<file path="src/design/arith_pkg.sv">
// Arithmetic unit shared definitions
`default_nettype none

package arith_pkg;

	//==========================================================================
	// Operation codes
	//==========================================================================

	// Operation select as seen on in_op
	typedef enum logic [1:0] {
		OP_MUL  = 2'b00, // Signed Booth radix-2 multiply
		OP_DIV  = 2'b01, // Unsigned restoring divide
		OP_SQRT = 2'b10, // Unsigned integer square root
		OP_NONE = 2'b11  // No operation, zero result
	} arith_op_e;

	//==========================================================================
	// Widths
	//==========================================================================

	// Default operand width (even for the root)
	localparam int DEF_WIDTH = 16;

	//==========================================================================
	// Engine FSM
	//==========================================================================

	typedef enum logic [1:0] {
		IDLE, // Waiting for an operation
		LOAD, // Operands in AQ, step counter cleared
		RUN,  // One step per clock
		DONE  // Result offered downstream
	} engine_state_e;

endpackage

`default_nettype wire

</file>
<file path="src/design/arith_stage_if.sv">
// Stage to stage operation channel
`timescale 1ns/1ps
`default_nettype none

interface arith_stage_if import arith_pkg::*; #(
	parameter int WIDTH = DEF_WIDTH
);

	typedef logic [WIDTH-1:0] operand_t;

	logic      valid;     // Source has an item
	logic      ready;     // Destination can take it
	arith_op_e op;        // Operation of the item
	operand_t  operand_a; // Operand A, or high result word
	operand_t  operand_b; // Operand B, or low result word
	logic      div_zero;  // Divide by zero flag

	// Upstream side of a transfer
	modport src (
		output valid, op, operand_a, operand_b, div_zero,
		input  ready
	);

	// Downstream side of a transfer
	modport dst (
		input  valid, op, operand_a, operand_b, div_zero,
		output ready
	);

endinterface

`default_nettype wire

</file>
<file path="src/design/operand_stage.sv">
// Operand input register
`timescale 1ns/1ps
`default_nettype none

module operand_stage import arith_pkg::*; #(
	parameter int WIDTH = DEF_WIDTH,
	localparam type operand_t = logic [WIDTH-1:0]
) (
	input  logic      clk,
	input  logic      arst_n,
	input  logic      in_valid,
	output logic      in_ready,
	input  arith_op_e in_op,
	input  operand_t  in_a,
	input  operand_t  in_b,
	arith_stage_if.src down
);

	logic in_fire; // Input transfer this cycle

	//==========================================================================
	// Handshake
	//==========================================================================

	// Free slot, or the held item leaves this cycle
	assign in_ready = !down.valid || down.ready;
	assign in_fire  = in_valid && in_ready;

	always_ff @(posedge clk or negedge arst_n)
	begin
		if (!arst_n)
			down.valid <= 1'b0;
		else if (in_ready)
			down.valid <= in_valid; // Refill or drain
	end

	//==========================================================================
	// Payload
	//==========================================================================

	always_ff @(posedge clk)
	begin
		if (in_fire)
		begin
			down.op        <= in_op;
			down.operand_a <= in_a;
			down.operand_b <= in_b;
			// Flag zero divisor once, engine then skips its steps
			down.div_zero  <= (in_op == OP_DIV) && (in_b == '0);
		end
	end

	// Stalled item must not change under the engine
	a_hold_stalled: assert property (
		@(posedge clk) disable iff (!arst_n)
		down.valid && !down.ready |=> down.valid && $stable(down.op) &&
			$stable(down.operand_a) && $stable(down.operand_b) && $stable(down.div_zero)
	) else $error("operand stage changed a stalled item");

endmodule

`default_nettype wire

</file>
<file path="src/design/step_select.sv">
// Next AQ step selector
`timescale 1ns/1ps
`default_nettype none

module step_select import arith_pkg::*; #(
	parameter int WIDTH = DEF_WIDTH,
	localparam type operand_t = logic [WIDTH-1:0],
	localparam type aq_t = logic [2*WIDTH:0]
) (
	input  arith_op_e op,
	input  aq_t       aq,
	input  operand_t  m,
	output aq_t       aq_next
);

	operand_t       a;         // Upper AQ field
	operand_t       q;         // Lower AQ field
	logic           guard;     // Booth guard bit
	operand_t       q_shl2;    // Radicand after two bits leave
	logic [WIDTH:0]   a_in;    // A as the current op sees it
	logic [WIDTH:0]   m_in;    // M extended by one bit
	logic [WIDTH:0]   a_plus_m;
	logic [WIDTH+1:0] a_minus_m; // Extra bit is the borrow
	logic [WIDTH:0]   mul_sum; // Booth partial sum
	logic           trial_neg; // Trial subtract went below zero

	assign a      = aq[2*WIDTH:WIDTH+1];
	assign q      = aq[WIDTH:1];
	assign guard  = aq[0];
	assign q_shl2 = q << 2;

	// Shared adder and subtractor operands
	always_comb
	begin
		case (op)
			OP_MUL:  a_in = {a[WIDTH-1], a};                // Sign extended
			OP_DIV:  a_in = {a, q[WIDTH-1]};                // AQ shifted left by one
			default: a_in = {a[WIDTH-2:0], q[WIDTH-1:WIDTH-2]}; // Two radicand bits in
		endcase
	end

	assign m_in      = (op == OP_MUL) ? {m[WIDTH-1], m} : {1'b0, m};
	assign a_plus_m  = a_in + m_in;
	assign a_minus_m = {1'b0, a_in} - {1'b0, m_in};
	assign trial_neg = a_minus_m[WIDTH+1];

	// Booth pair Q0 and guard
	always_comb
	begin
		case ({q[0], guard})
			2'b01:   mul_sum = a_plus_m;         // End of a run of ones
			2'b10:   mul_sum = a_minus_m[WIDTH:0]; // Start of a run of ones
			default: mul_sum = a_in;
		endcase
	end

	//==========================================================================
	// Next AQ
	//==========================================================================

	always_comb
	begin
		case (op)
			OP_MUL:
				aq_next = {mul_sum, q}; // Arithmetic shift right, Q0 becomes guard
			OP_DIV:
			begin
				if (trial_neg)
					aq_next = {a_in[WIDTH-1:0], q[WIDTH-2:0], 1'b0, guard}; // Restore
				else
					aq_next = {a_minus_m[WIDTH-1:0], q[WIDTH-2:0], 1'b1, guard};
			end
			OP_SQRT:
			begin
				// New root bit goes out through the guard position
				if (trial_neg)
					aq_next = {a_in[WIDTH-1:0], q_shl2, 1'b0};
				else
					aq_next = {a_minus_m[WIDTH-1:0], q_shl2, 1'b1};
			end
			default:
				aq_next = aq; // Nothing to iterate
		endcase
	end

endmodule

`default_nettype wire

</file>
<file path="src/design/iter_engine.sv">
// Iterative arithmetic engine
`timescale 1ns/1ps
`default_nettype none

module iter_engine import arith_pkg::*; #(
	parameter int WIDTH = DEF_WIDTH
) (
	input logic clk,
	input logic arst_n,
	arith_stage_if.dst up,
	arith_stage_if.src down
);

	localparam int HALF = WIDTH / 2; // Root width

	typedef logic [WIDTH-1:0] operand_t;
	typedef logic [2*WIDTH:0] aq_t;
	typedef logic [$clog2(WIDTH+1)-1:0] count_t;
	typedef logic [HALF-1:0] root_t;

	engine_state_e state;
	arith_op_e     op_q;      // Operation in flight
	logic          dz_q;      // Divide by zero in flight
	aq_t           aq;        // A, Q and guard
	aq_t           aq_next;
	operand_t      m_q;       // Multiplicand or divisor
	operand_t      step_m;    // M as fed to the selector
	root_t         root_q;    // Partial root
	count_t        count;     // Steps done
	count_t        last_step; // Count value of the final step
	logic          skip;      // No steps needed

	if (WIDTH % 2 != 0 || WIDTH < 4) begin : g_width_check
		$error("iter_engine needs an even WIDTH of at least 4");
	end

	assign skip      = (op_q == OP_NONE) || dz_q;
	assign last_step = (op_q == OP_SQRT) ? count_t'(HALF - 1) : count_t'(WIDTH - 1);
	assign step_m    = (op_q == OP_SQRT) ? operand_t'({root_q, 2'b01}) : m_q; // 4r + 1

	step_select #(.WIDTH(WIDTH)) step_select_i (
		.op      (op_q),
		.aq      (aq),
		.m       (step_m),
		.aq_next (aq_next)
	);

	assign up.ready   = (state == IDLE);
	assign down.valid = (state == DONE);

	//==========================================================================
	// FSM and step counter
	//==========================================================================

	always_ff @(posedge clk or negedge arst_n)
	begin
		if (!arst_n)
		begin
			state <= IDLE;
			count <= '0;
		end
		else
		begin
			case (state)
				IDLE: if (up.valid) state <= LOAD;
				LOAD:
				begin
					count <= '0;
					state <= skip ? DONE : RUN; // Zero steps for NONE and x/0
				end
				RUN:
				begin
					count <= count + count_t'(1);
					if (count == last_step)
						state <= DONE;
				end
				DONE: if (down.ready) state <= IDLE;
				default: state <= IDLE;
			endcase
		end
	end

	// Datapath registers
	always_ff @(posedge clk)
	begin
		if (up.valid && up.ready)
		begin
			op_q <= up.op;
			dz_q <= up.div_zero;
			aq   <= {operand_t'(0), up.operand_a, 1'b0}; // A cleared, Q gets operand A
			m_q  <= up.operand_b;
		end
		if (state == LOAD)
			root_q <= '0;
		if (state == RUN)
		begin
			aq     <= aq_next;
			root_q <= root_t'({root_q, aq_next[0]}); // Only meaningful for the root
		end
	end

	//==========================================================================
	// Result words
	//==========================================================================

	always_comb
	begin
		case (op_q)
			OP_MUL:
			begin
				down.operand_a = aq[2*WIDTH:WIDTH+1];
				down.operand_b = aq[WIDTH:1];
			end
			OP_DIV:
			begin
				down.operand_a = dz_q ? aq[WIDTH:1] : aq[2*WIDTH:WIDTH+1]; // Remainder
				down.operand_b = dz_q ? '1 : aq[WIDTH:1];                  // Quotient
			end
			OP_SQRT:
			begin
				down.operand_a = aq[2*WIDTH:WIDTH+1]; // Radicand minus root squared
				down.operand_b = operand_t'(root_q);
			end
			default:
			begin
				down.operand_a = '0;
				down.operand_b = '0;
			end
		endcase
	end

	assign down.op       = op_q;
	assign down.div_zero = dz_q;

	a_count_range: assert property (@(posedge clk) disable iff (!arst_n)
		state == RUN |-> count <= WIDTH) else $error("step counter past WIDTH");
	a_ready_idle: assert property (@(posedge clk) disable iff (!arst_n)
		up.valid && up.ready |=> !up.ready)
		else $error("engine still ready after taking an item");
	a_valid_done: assert property (@(posedge clk) disable iff (!arst_n)
		down.valid && !down.ready |=> down.valid && $stable(down.operand_a) &&
			$stable(down.operand_b))
		else $error("engine result dropped or changed while stalled");

endmodule

`default_nettype wire

</file>
<file path="src/design/result_stage.sv">
// Result output register
`timescale 1ns/1ps
`default_nettype none

module result_stage import arith_pkg::*; #(
	parameter int WIDTH = DEF_WIDTH,
	localparam type operand_t = logic [WIDTH-1:0]
) (
	input  logic     clk,
	input  logic     arst_n,
	arith_stage_if.dst up,
	output logic     out_valid,
	input  logic     out_ready,
	output operand_t out_hi,
	output operand_t out_lo
);

	logic up_fire; // Engine hands over a result

	//==========================================================================
	// Handshake
	//==========================================================================

	// Take a result when empty or while the held one leaves
	assign up.ready = !out_valid || out_ready;
	assign up_fire  = up.valid && up.ready;

	always_ff @(posedge clk or negedge arst_n)
	begin
		if (!arst_n)
			out_valid <= 1'b0;
		else if (up.ready)
			out_valid <= up.valid;
	end

	//==========================================================================
	// Result words
	//==========================================================================

	always_ff @(posedge clk)
	begin
		if (up_fire)
		begin
			out_hi <= up.operand_a; // Product high, remainder or root remainder
			out_lo <= up.operand_b; // Product low, quotient or root
		end
	end

	// A pending result stays until the sink takes it
	a_out_hold: assert property (
		@(posedge clk) disable iff (!arst_n)
		out_valid && !out_ready |=> out_valid && $stable(out_hi) && $stable(out_lo)
	) else $error("result dropped or changed while out_ready was low");

endmodule

`default_nettype wire

</file>
<file path="src/design/arith_unit.sv">
// Sequential arithmetic unit top
`timescale 1ns/1ps
`default_nettype none

module arith_unit import arith_pkg::*; #(
	parameter int WIDTH = DEF_WIDTH,
	localparam type operand_t = logic [WIDTH-1:0]
) (
	input  logic      clk,
	input  logic      arst_n,
	input  logic      in_valid,
	output logic      in_ready,
	input  arith_op_e in_op,
	input  operand_t  in_a,
	input  operand_t  in_b,
	output logic      out_valid,
	input  logic      out_ready,
	output operand_t  out_hi,
	output operand_t  out_lo
);

	arith_stage_if #(.WIDTH(WIDTH)) eng_in_if ();  // Operand stage to engine
	arith_stage_if #(.WIDTH(WIDTH)) eng_out_if (); // Engine to result stage

	operand_stage #(.WIDTH(WIDTH)) operand_stage_i (
		.clk      (clk),
		.arst_n   (arst_n),
		.in_valid (in_valid),
		.in_ready (in_ready),
		.in_op    (in_op),
		.in_a     (in_a),
		.in_b     (in_b),
		.down     (eng_in_if.src)
	);

	iter_engine #(.WIDTH(WIDTH)) iter_engine_i (
		.clk    (clk),
		.arst_n (arst_n),
		.up     (eng_in_if.dst),
		.down   (eng_out_if.src)
	);

	result_stage #(.WIDTH(WIDTH)) result_stage_i (
		.clk       (clk),
		.arst_n    (arst_n),
		.up        (eng_out_if.dst),
		.out_valid (out_valid),
		.out_ready (out_ready),
		.out_hi    (out_hi),
		.out_lo    (out_lo)
	);

endmodule

`default_nettype wire

</file>
<file path="config.mk">
export PLATFORM = sky130hd
export DESIGN_NAME = arith_unit
export DESIGN_NICKNAME = d
export VERILOG_FILES = /design/src/design/arith_pkg.sv /design/src/design/arith_stage_if.sv /design/src/design/operand_stage.sv /design/src/design/step_select.sv /design/src/design/iter_engine.sv /design/src/design/result_stage.sv /design/src/design/arith_unit.sv
export SDC_FILE = /design/constraint.sdc
export NUM_CORES = 1
export LEC_CHECK = 0
export BUFFER_PORTS_ARGS = -buffer_cell sky130_fd_sc_hd__buf_4
export CELL_PAD_IN_SITES_DETAIL_PLACEMENT = 1
export CELL_PAD_IN_SITES_GLOBAL_PLACEMENT = 1
export CORE_MARGIN = 2
export CORE_UTILIZATION = 44
export CTS_BUF_LIST = sky130_fd_sc_hd__clkbuf_4 sky130_fd_sc_hd__clkbuf_8 sky130_fd_sc_hd__clkbuf_16
export CTS_CLUSTER_DIAMETER = 80
export DETAILED_ROUTE_END_ITERATION = 8
export PLACE_DENSITY_LB_ADDON = 0.1
export RECOVER_POWER = 100
export SLEW_MARGIN = 20
export SYNTH_ARGS = -nofsm -noshare
export SYNTH_HDL_FRONTEND = slang
export SYNTH_HIERARCHICAL = 1
export SYNTH_SLANG_ARGS = --single-unit
</file>
<file path="constraint.sdc">
create_clock -name clk -period 4 [get_ports clk]
set_clock_uncertainty 0.1 [all_clocks]
set_input_delay 0.6 -clock clk [delete_from_list [all_inputs] [get_ports clk]]
set_output_delay 0.6 -clock clk [all_outputs]
set_load 0.005 [all_outputs]
</file>
==> out/metrics.yaml, run 1 <==
outcome: "finished, violations left"
violations: "max-capacitance violations, max-slew violations"
avgSynthCellArea_um2: 10.25
startpoint_type: "flop"
fillers: 2205
wire_per_inst_um: 21.88
placed_cell_area_mm2: 0.01033
cp_max_fo: 17
final_cell_mix: "edfxtp_1, buf_4, nand2_1, inv_1, nor2_1"
min-delay-start: "in_valid"
rows: 52
fin_area_mm2: 0.01102
grt_antenna_before_repair: 0
grt_max_degree: 49
totalWireLength_um: 28250
area_delta_synth_final_pct: 22.44
finalSetupViolations: 0
synthesis.nets: 960
num_vias: 7500
finalSetupTns_ns: 0
first_global_vias: 7873
slew_violations: 33
cts_tree: "built"
ant_nets: 0
diodes: 0
synth_flop_cell: "edfxtp_1"
yosysSeqAreaShare_pct: 44.86
reg2reg_to: "iter_engine_i/aq[26]"
dieWidth_um: 147.1
path_clk_slew_ns: 0.07
cts_sinks: 136
r2r_cells: 16
grt.overflow.total: 0
start_util_pct: 44.64
netlist_instances: 878
clk_latency_ns: 0.43
core_area_mm2: 0.02017
synth_area_mm2: 0.009004
slew_headroom_pct: -46.85
final_layout_size_suffix_gt1_share_pct: 24.78
whs_path_depth: 2
hold_viol: 0
synth-async-reset-ratio_pct: 6.618
worst-setup-path-type: "reg -> reg"
cap_violations: 1
portBuffers: 71
viasPerCell: 5.809
cp.required_ns: 4.08
endpoint_kind: "flop"
fmax_mhz: 258.5
rsz0062_at_grt: "true"
yosysTopAreaCellShare_pct: 42.36
min_period_ns: 3.868
yosys.area.top_type: "edfxtp_1"
synth_edf_count: 127
crit_chain: "buf_12, nand2b_1, buf_12, nand2b_1, ha_1, fa_1, nor2b_1, o21ai_2, a31oi_4, buf_4, o22ai_1, xnor2_1, a221oi_1, nor2_1, a311o_1, and2_1"
instances_no_fill: 1291
grtUsageTotal_pct: 26.29
grt_pass1_wl_um: 43840
hp-class: "in -> reg"
final_common_cell: "edfxtp_1"
holdPathEnd: "operand_stage_i/down.valid"
dp.cells: 1254
dieHeight_um: 147.1
nNetsFinal: 1090
cts_made_buffers: 17
gp_congestion: 0.8912
critPathMaxStageDelay_ns: 0.47
slowest_stage: "edfxtp_1"
hpwl_um: 20980
yosys_warnings: 6
cts-root-buf: "clkbuf_16"
die_area_mm2: 0.02162
drc: 0
fin_crit_sh_pct: 96.71
ios: 72
drt_iter0_drc: 402
ys_ff_latch: 136
arrival_ns: 3.94
rrSetupSlack_ns: 0.13
tightest_slew_ns: 2.202
worstReg2RegStart: "iter_engine_i/down.op[1]"
clock_path_buffers: 2
ys_types: 72
synthTopCellsByArea: "edfxtp_1, ha_1, mux4_2, nand2_1, o21ai_0"
cts_max_level: 4
drtPass1Iterations: 5
flip-flops by register name (all words and copies together) (netlist names), 5 cells and up:
| name | cells |
|---|---|
| iter_engine_i/aq | 33 |
| iter_engine_i/count | 5 |
| iter_engine_i/m_q | 16 |
| iter_engine_i/root_q | 8 |
| operand_stage_i/down.operand_a | 16 |
| operand_stage_i/down.operand_b | 16 |
| result_stage_i/out_hi | 16 |
| result_stage_i/out_lo | 16 |
what timing repair did:
item,in CTS,in global routing
pin swaps,0,7
cloned,0,1
resized for setup,1,35
hold buffers,1,0
setup buffers,0,3
setup endpoints to repair,1,15
hold endpoints to repair,9,0
critical path, delay by kind of cell, from the launching register on:
kind,cells,cell delay [ns]
adders and majority gates,2,0.68
xor gates and xnor gates,1,0.15
buffers and inverters,3,0.52
DFF,1,0.47
AOI/OAI and AO/OA,5,1.08
and+or+nand+nor,5,0.62
cell families after synthesis:
logic type      after synthesis  share of synthesized area, %
simple gates                258                         14.02
fa+ha+maj                    44                         6.281
mux                          59                         8.769
xor+xnor                     23                         2.237
flops                       136                         44.86
compound gates              236                         18.02
buf+inv                     122                         5.809
layout make-up:
cell class / count / area [um^2] / share of cell area, %
Multi-Input combinational cell: 620 / 4577 / 41.52
Sequential cell: 136 / 4039 / 36.64
Timing Repair Buffer: 166 / 1252 / 11.36
Clock buffer: 17 / 425.4 / 3.859
Tap cell: 270 / 337.8 / 3.064
Inverter: 67 / 251.5 / 2.281
Clock inverter: 15 / 141.4 / 1.282
routing by layer:
| metal | up-vias | part of all wire, % | global-route usage, % |
|---|---|---|---|
| li1 | 3500 | - | - |
| met1 | 3776 | 41 | 32.42 |
| met2 | 172 | 53 | 47.50 |
| met3 | 52 | 3.1 | 3.137 |
| met4 | 0 | 2.9 | 9.423 |
| met5 | - | 0 | 0 |
metrics by stage:
step | util (%) | setup WS (ns) | hold WS, ns
3_3_place_gp | 51.23 | -0.02810 | 0.3032
6_report | 54.66 | 0.1317 | 0.2731
3_5_place_dp | 51.23 | -0.07982 | 0.3063
4_1_cts | 54.12 | 0.005465 | 0.2323
5_1_grt | 54.66 | -0.02369 | 0.2587
2_1_floorplan | - | 0.05716 | 0.2044
cell usage after synthesis (all sizes together), types with 21 or more instances:
cell    instances
o21ai          61
nor2           61
nand2          79
mux2i          26
xnor2          21
edfxtp        127
buf            24
a21oi          41
inv            66
clkbuf         31
and2           37
ha             42
o22ai          21
worst max-delay path by stage:
stage	from	end	slack, ns
after floorplan	iter_engine_i/down.op[0]	iter_engine_i/aq[32]	0.06
final	iter_engine_i/down.op[1]	iter_engine_i/aq[26]	0.13
after CTS	iter_engine_i/down.op[1]	iter_engine_i/aq[26]	0.005
after global placement	iter_engine_i/down.op[0]	iter_engine_i/aq[24]	-0.03
after global routing	iter_engine_i/down.op[0]	iter_engine_i/aq[20]	-0.02
after detailed placement	iter_engine_i/down.op[1]	iter_engine_i/aq[24]	-0.08
Power of run 1 is not shown: default switching activity piles up to over one toggle a cycle in this logic, so the estimate is an artifact.
==> inputs of run 2 (changes only) <==
--- a/config.mk
+++ b/config.mk
@@ -5,11 +5,12 @@
 export SDC_FILE = /design/constraint.sdc
 export NUM_CORES = 1
 export LEC_CHECK = 0
+export ABC_AREA = 1
 export BUFFER_PORTS_ARGS = -buffer_cell sky130_fd_sc_hd__buf_4
 export CELL_PAD_IN_SITES_DETAIL_PLACEMENT = 1
 export CELL_PAD_IN_SITES_GLOBAL_PLACEMENT = 1
 export CORE_MARGIN = 2
-export CORE_UTILIZATION = 44
+export CORE_UTILIZATION = 41
 export CTS_BUF_LIST = sky130_fd_sc_hd__clkbuf_4 sky130_fd_sc_hd__clkbuf_8 sky130_fd_sc_hd__clkbuf_16
 export CTS_CLUSTER_DIAMETER = 80
 export DETAILED_ROUTE_END_ITERATION = 8
==> run 2 against run 1 <==
Against the previous run: the flow still finishes with violations (max-capacitance violations, max-slew violations); register-to-register slack better by 0.13 ns; maximum frequency is 3.4% higher; critical path depth did not move; largest cell class unchanged; clock-buffer cell count stayed put; cell count grew 20%; synthesized cell count increased by 36%; cell area decreased by 4.2%; highest routed layer unchanged; core utilization shrank 6.6 points; sequential share of layout area rose by 1.6 points; first-iteration DRC count is 22% higher; non-clock buffer count fell by 76.
==> out/metrics.yaml, run 2 <==
outcome: "finished, violations left"
violations: "max-capacitance violations, max-slew violations"
whs_path_depth: 3
min_period_ns: 3.742
hold_viol: 0
grt_pass1_wl_um: 45710
synth_most_common_cell: "nand2_1"
post-place-ws_ns: 0.2855
cts_sinks: 136
rows: 54
clk_latency_ns: 0.43
die_area_mm2: 0.02371
cap_violations: 1
synth_common_cells: "nand2_1, inv_1, edfxtp_1, nand3_1, nor2_1"
synth_area_mm2: 0.009224
cp_max_fo: 24
nNetsFinal: 1342
min-delay-start: "in_valid"
fmax_mhz: 267.3
num_vias: 8250
hp-class: "in -> reg"
worst-setup-path-type: "reg -> reg"
clock_path_buffers: 2
core_area_mm2: 0.02196
cts_max_level: 4
tightest_slew_ns: 1.706
synth-async-reset-ratio_pct: 6.618
dieWidth_um: 154.0
ant_nets: 0
fin_ws_ns: 0.2583
viasPerCell: 5.312
final_common_cell: "nand2_1"
synth_flop_cell: "edfxtp_1"
worstReg2RegStart: "iter_engine_i/down.op[0]"
startpoint_type: "flop"
yosysSeqAreaShare_pct: 43.79
reg2reg_to: "iter_engine_i/aq[28]"
rrSetupSlack_ns: 0.26
area_delta_synth_final_pct: 14.53
grtUsageTotal_pct: 24.73
dieHeight_um: 154.0
netlist_instances: 1191
portBuffers: 71
gp_congestion: 0.8810
synthesis.nets: 1273
arrival_ns: 3.83
path_clk_slew_ns: 0.07
totalWireLength_um: 28480
cts_made_buffers: 17
finalSetupViolations: 0
ios: 72
final_layout_size_suffix_gt1_share_pct: 12.41
rsz0062_at_grt: "false"
final_cell_mix: "nand2_1, inv_1, edfxtp_1, nand3_1, nor2_1"
whs_ns: 0.2686
instances_no_fill: 1553
slew_violations: 16
drc: 0
cts_tree: "built"
synth_edf_count: 127
yosysTopAreaCellShare_pct: 41.35
grt.overflow.total: 0
grt_antenna_before_repair: 0
avgSynthCellArea_um2: 7.745
ys_types: 53
ys_ff_latch: 136
slew_headroom_pct: -13.70
largest_reg_flops: 33
start_util_pct: 42.01
drt_iter0_drc: 491
r2r_cells: 16
grt_max_degree: 46
endpoint_kind: "flop"
cts-root-buf: "clkbuf_16"
holdPathEnd: "operand_stage_i/down.valid"
wire_per_inst_um: 18.34
drtPass1Iterations: 5
fin_crit_sh_pct: 93.54
cp.required_ns: 4.09
regMostFlops: "iter_engine_i/aq"
first_global_vias: 8640
dp.cells: 1515
yosys.area.top_type: "edfxtp_1"
diodes: 0
finalSetupTns_ns: 0
yosys_warnings: 6
hpwl_um: 21450
synthTopCellsByArea: "edfxtp_1, nand2_1, inv_1, nand3_1, ha_1"
-- run 2: cell count changes in the layout (fill, tap and decap cells not counted), moves of 15 or more --
cell,change
nand2_1,+324
inv_1,+119
nand3_1,+101
buf_4,-75
and2_1,-30
o21ai_0,-29
mux2i_1,-26
xnor2_1,-20
mux2_2,-19
a2bb2oi_1,-17
o22ai_1,-15
-- run 2: cells by family (layout without fill, tap and decap cells) --
family	Yosys count	in the layout	share of synthesized area [%]
XOR/XNOR	4	4	0.3798
buffers and inverters	239	321	10.72
flip-flops	136	136	43.79
AO/OA/AOI/OAI	139	139	9.997
adder cells (fa/ha/maj)	44	44	6.131
AND/OR/NAND/NOR	629	629	28.99
-- run 2: worst max-delay path by stage --
stage                                   from                    to  slack, ns
floorplan           iter_engine_i/down.op[1]  iter_engine_i/aq[20]       0.85
global placement    iter_engine_i/down.op[1]  iter_engine_i/aq[32]       0.39
detailed placement  iter_engine_i/down.op[1]  iter_engine_i/aq[28]       0.29
CTS                 iter_engine_i/down.op[1]  iter_engine_i/aq[28]       0.28
global route        iter_engine_i/down.op[1]  iter_engine_i/aq[32]       0.02
finish              iter_engine_i/down.op[0]  iter_engine_i/aq[28]       0.26
-- run 2: repair_timing --
action	CTS	global route
gates resized for setup	0	1
buffers inserted	0	3
hold buffers	1	0
setup endpoints to repair	0	10
hold endpoints to repair	9	0
-- run 2: layer usage --
metal	vias to the layer above	track usage [%]	share of wire, %
met2	183	43.63	50
met3	54	3.129	3.4
met1	4011	31.31	44
met4	0	8.500	2.7
li1	4002	-	-
met5	-	0	0
-- run 2: area by class of cell --
type / instances / area (um^2)
inverter: 199 / 747.0
timing repair buffer: 90 / 643.1
clock buffer: 17 / 425.4
multi-input combinational: 816 / 4199
sequential: 136 / 4039
tap: 280 / 350.3
clock inverter: 15 / 160.2
fill: 2690 / 11390
-- run 2: per-stage QoR --
stage	util [%]	area (um^2)
3_3_place_gp	45.48	9986
5_1_grt	48.11	10560
6_report	48.11	10560
2_1_floorplan	-	9224
3_5_place_dp	45.48	9986
4_1_cts	48.19	10580
-- run 2: worst max-delay path: stages, from the launching register on --
cell and delay [ns]:
edfxtp_1 0.59, inv_2 0.10, nand2_4 0.14, inv_2 0.15, nor2_1 0.43, inv_1 0.11, ha_1 0.44, a21oi_2 0.19
o21ai_1 0.14, nor3_4 0.32, nand2_8 0.19, inv_2 0.21, nand2_1 0.08, nand3_1 0.08, nand3_1 0.10, nand2_1 0.07
inv_1 0.05
Power of run 2 is left out for the same reason.
==> inputs of run 3 (changes only) <==
==> constraint.sdc (replaced) <==
create_clock -name clk -period 3.24 [get_ports clk]
set_clock_uncertainty 0.1 [all_clocks]
set_input_delay 0.486 -clock clk [delete_from_list [all_inputs] [get_ports clk]]
set_output_delay 0.486 -clock clk [all_outputs]
set_load 0.005 [all_outputs]
==> run 3 against run 2 <==
Against the previous run: the flow finishes with violations (negative setup slack); flip-flop and latch count unchanged; non-clock buffer count up 136; die area stayed put; global-route usage up 2.5 points; critical path type unchanged; critical endpoint is now iter_engine_i/aq[25]; largest cell class unchanged; highest routed layer unchanged.
==> out/metrics.yaml, run 3 (same netlist as run 2, synthesis figures left out) <==
grt_pass1_wl_um: 49990
grtUsageTotal_pct: 27.19
crit_buf_inv: 6
whs_ns: 0.1533
final_layout_size_suffix_gt1_share_pct: 26.90
final_common_cell: "nand2_1"
largest_reg_flops: 33
r2r_cells: 18
arrival_ns: 3.40
crit_family: "buffers and inverters"
rsz0062_at_grt: "true"
multi_input_area_mm2: 0.004654
placed_cell_area_mm2: 0.01083
ios: 72
startpoint_type: "flop"
outcome: "finished, violations left"
worst-setup-path-type: "reg -> reg"
drc: 0
endpoint_kind: "flop"
cp_max_fo: 8
cp_common_cell: "nand2_1"
slew_violations: 0
final_cell_mix: "nand2_1, inv_1, buf_4, edfxtp_1, nand3_1"
drtPass1Iterations: 5
area_delta_synth_final_pct: 32.04
cts_tree: "built"
dieWidth_um: 154.0
diodes: 0
min_period_ns: 3.314
whs_path_depth: 1
wire_per_inst_um: 19.52
cts-root-buf: "clkbuf_16"
fillers: 2667
gp_congestion: 0.8979
cp_num_cells: 18
finalSetupViolations: 10
violations: "negative setup slack"
fin_area_mm2: 0.01218
grt.overflow.total: 0
path_clk_slew_ns: 0.07
grt_antenna_before_repair: 0
clock_path_buffers: 2
num_vias: 9056
hpwl_um: 23440
slowest_stage: "edfxtp_1"
cts_max_level: 4
totalWireLength_um: 32980
die_area_mm2: 0.02371
cap_violations: 0
start_util_pct: 42.01
ant_nets: 0
rrSetupSlack_ns: -0.07
hold_viol: 0
critPathMaxStageDelay_ns: 0.39
clk_latency_ns: 0.43
drt_iter0_drc: 528
viasPerCell: 5.362
fin_crit_sh_pct: 102.3
slew_headroom_pct: 15.11
worstReg2RegStart: "iter_engine_i/down.op[1]"
crit_chain: "buf_6, clkinvlp_4, buf_4, nor2_1, a21oi_1, o21a_2, ha_4, nand2_1, nand2_1, inv_1, a21oi_4, nor3_4, nand2_8, buf_12, o211ai_2, nand3_2, nand2_1, inv_1"
cts_sinks: 136
cp.required_ns: 3.33
instances_no_fill: 1689
dieHeight_um: 154.0
regMostFlops: "iter_engine_i/aq"
reg2reg_to: "iter_engine_i/aq[25]"
dp.cells: 1619
tightest_slew_ns: 1.273
grt_max_degree: 45
rows: 54
nNetsFinal: 1478
cts_made_buffers: 17
hp-class: "in -> reg"
portBuffers: 71
min-delay-start: "in_a[4]"
regArea_mm2: 0.004039
holdPathEnd: "operand_stage_i/down.operand_a[4]"
first_global_vias: 9559
core_area_mm2: 0.02196
finalSetupTns_ns: -0.1895
fin_ws_ns: -0.07424
fmax_mhz: 301.7
==> run 3: worst reg2reg max path, delay by kind of cell (launching register included) <==
| kind | cells | cell delay, ns |
|---|---|---|
| fa+ha+maj | 1 | 0.23 |
| buf+inv | 6 | 0.89 |
| compound gates | 4 | 0.65 |
| simple gates | 7 | 0.84 |
| flops | 1 | 0.39 |
==> run 3: timing repair <==
item / CTS / global route
pin swaps: 7 / 19
gates resized for setup: 41 / 84
endpoints found under the hold margin: 9 / 0
setup buffers: 9 / 25
hold buffers: 1 / 0
endpoints found under the setup margin: 19 / 19
gates cloned: 1 / 2
==> run 3: layout make-up <==
class | instances | area share, %
multi-input combinational | 816 | 38.22
clock buffer | 17 | 3.493
sequential | 136 | 33.16
timing repair buffer | 226 | 14.73
clock inverter | 15 | 1.130
tap | 280 | 2.877
inverter | 199 | 6.390
==> run 3: how the worst max path moves through the flow <==
stage | from | endpoint | slack (ns)
floorplan | iter_engine_i/down.op[1] | iter_engine_i/aq[20] | 0.09
global placement | iter_engine_i/down.op[1] | iter_engine_i/aq[20] | -0.18
detailed placement | iter_engine_i/down.op[1] | iter_engine_i/aq[20] | -0.31
CTS | iter_engine_i/down.op[0] | iter_engine_i/aq[20] | -0.04
global route | iter_engine_i/down.op[1] | iter_engine_i/aq[25] | -0.21
finish | iter_engine_i/down.op[1] | iter_engine_i/aq[25] | -0.07
==> run 3: through the flow <==
| step | setup slack, ns | util, % |
|---|---|---|
| after floorplan | 0.08841 | - |
| after global placement | -0.1790 | 49.32 |
| after detailed placement | -0.3065 | 49.32 |
| after CTS | -0.04178 | 53.13 |
| after global routing | -0.2149 | 55.46 |
| final | -0.07424 | 55.46 |
==> run 3: per-layer routing <==
metal | track usage [%] | vias up | wire length [um]
li1 | - | 4283 | -
met1 | 32.20 | 4448 | 13390
met2 | 49.50 | 241 | 17210
met3 | 3.523 | 84 | 1121
met4 | 11.57 | 0 | 1251
met5 | 0 | - | 0
Power of run 3 is left out for the same reason.
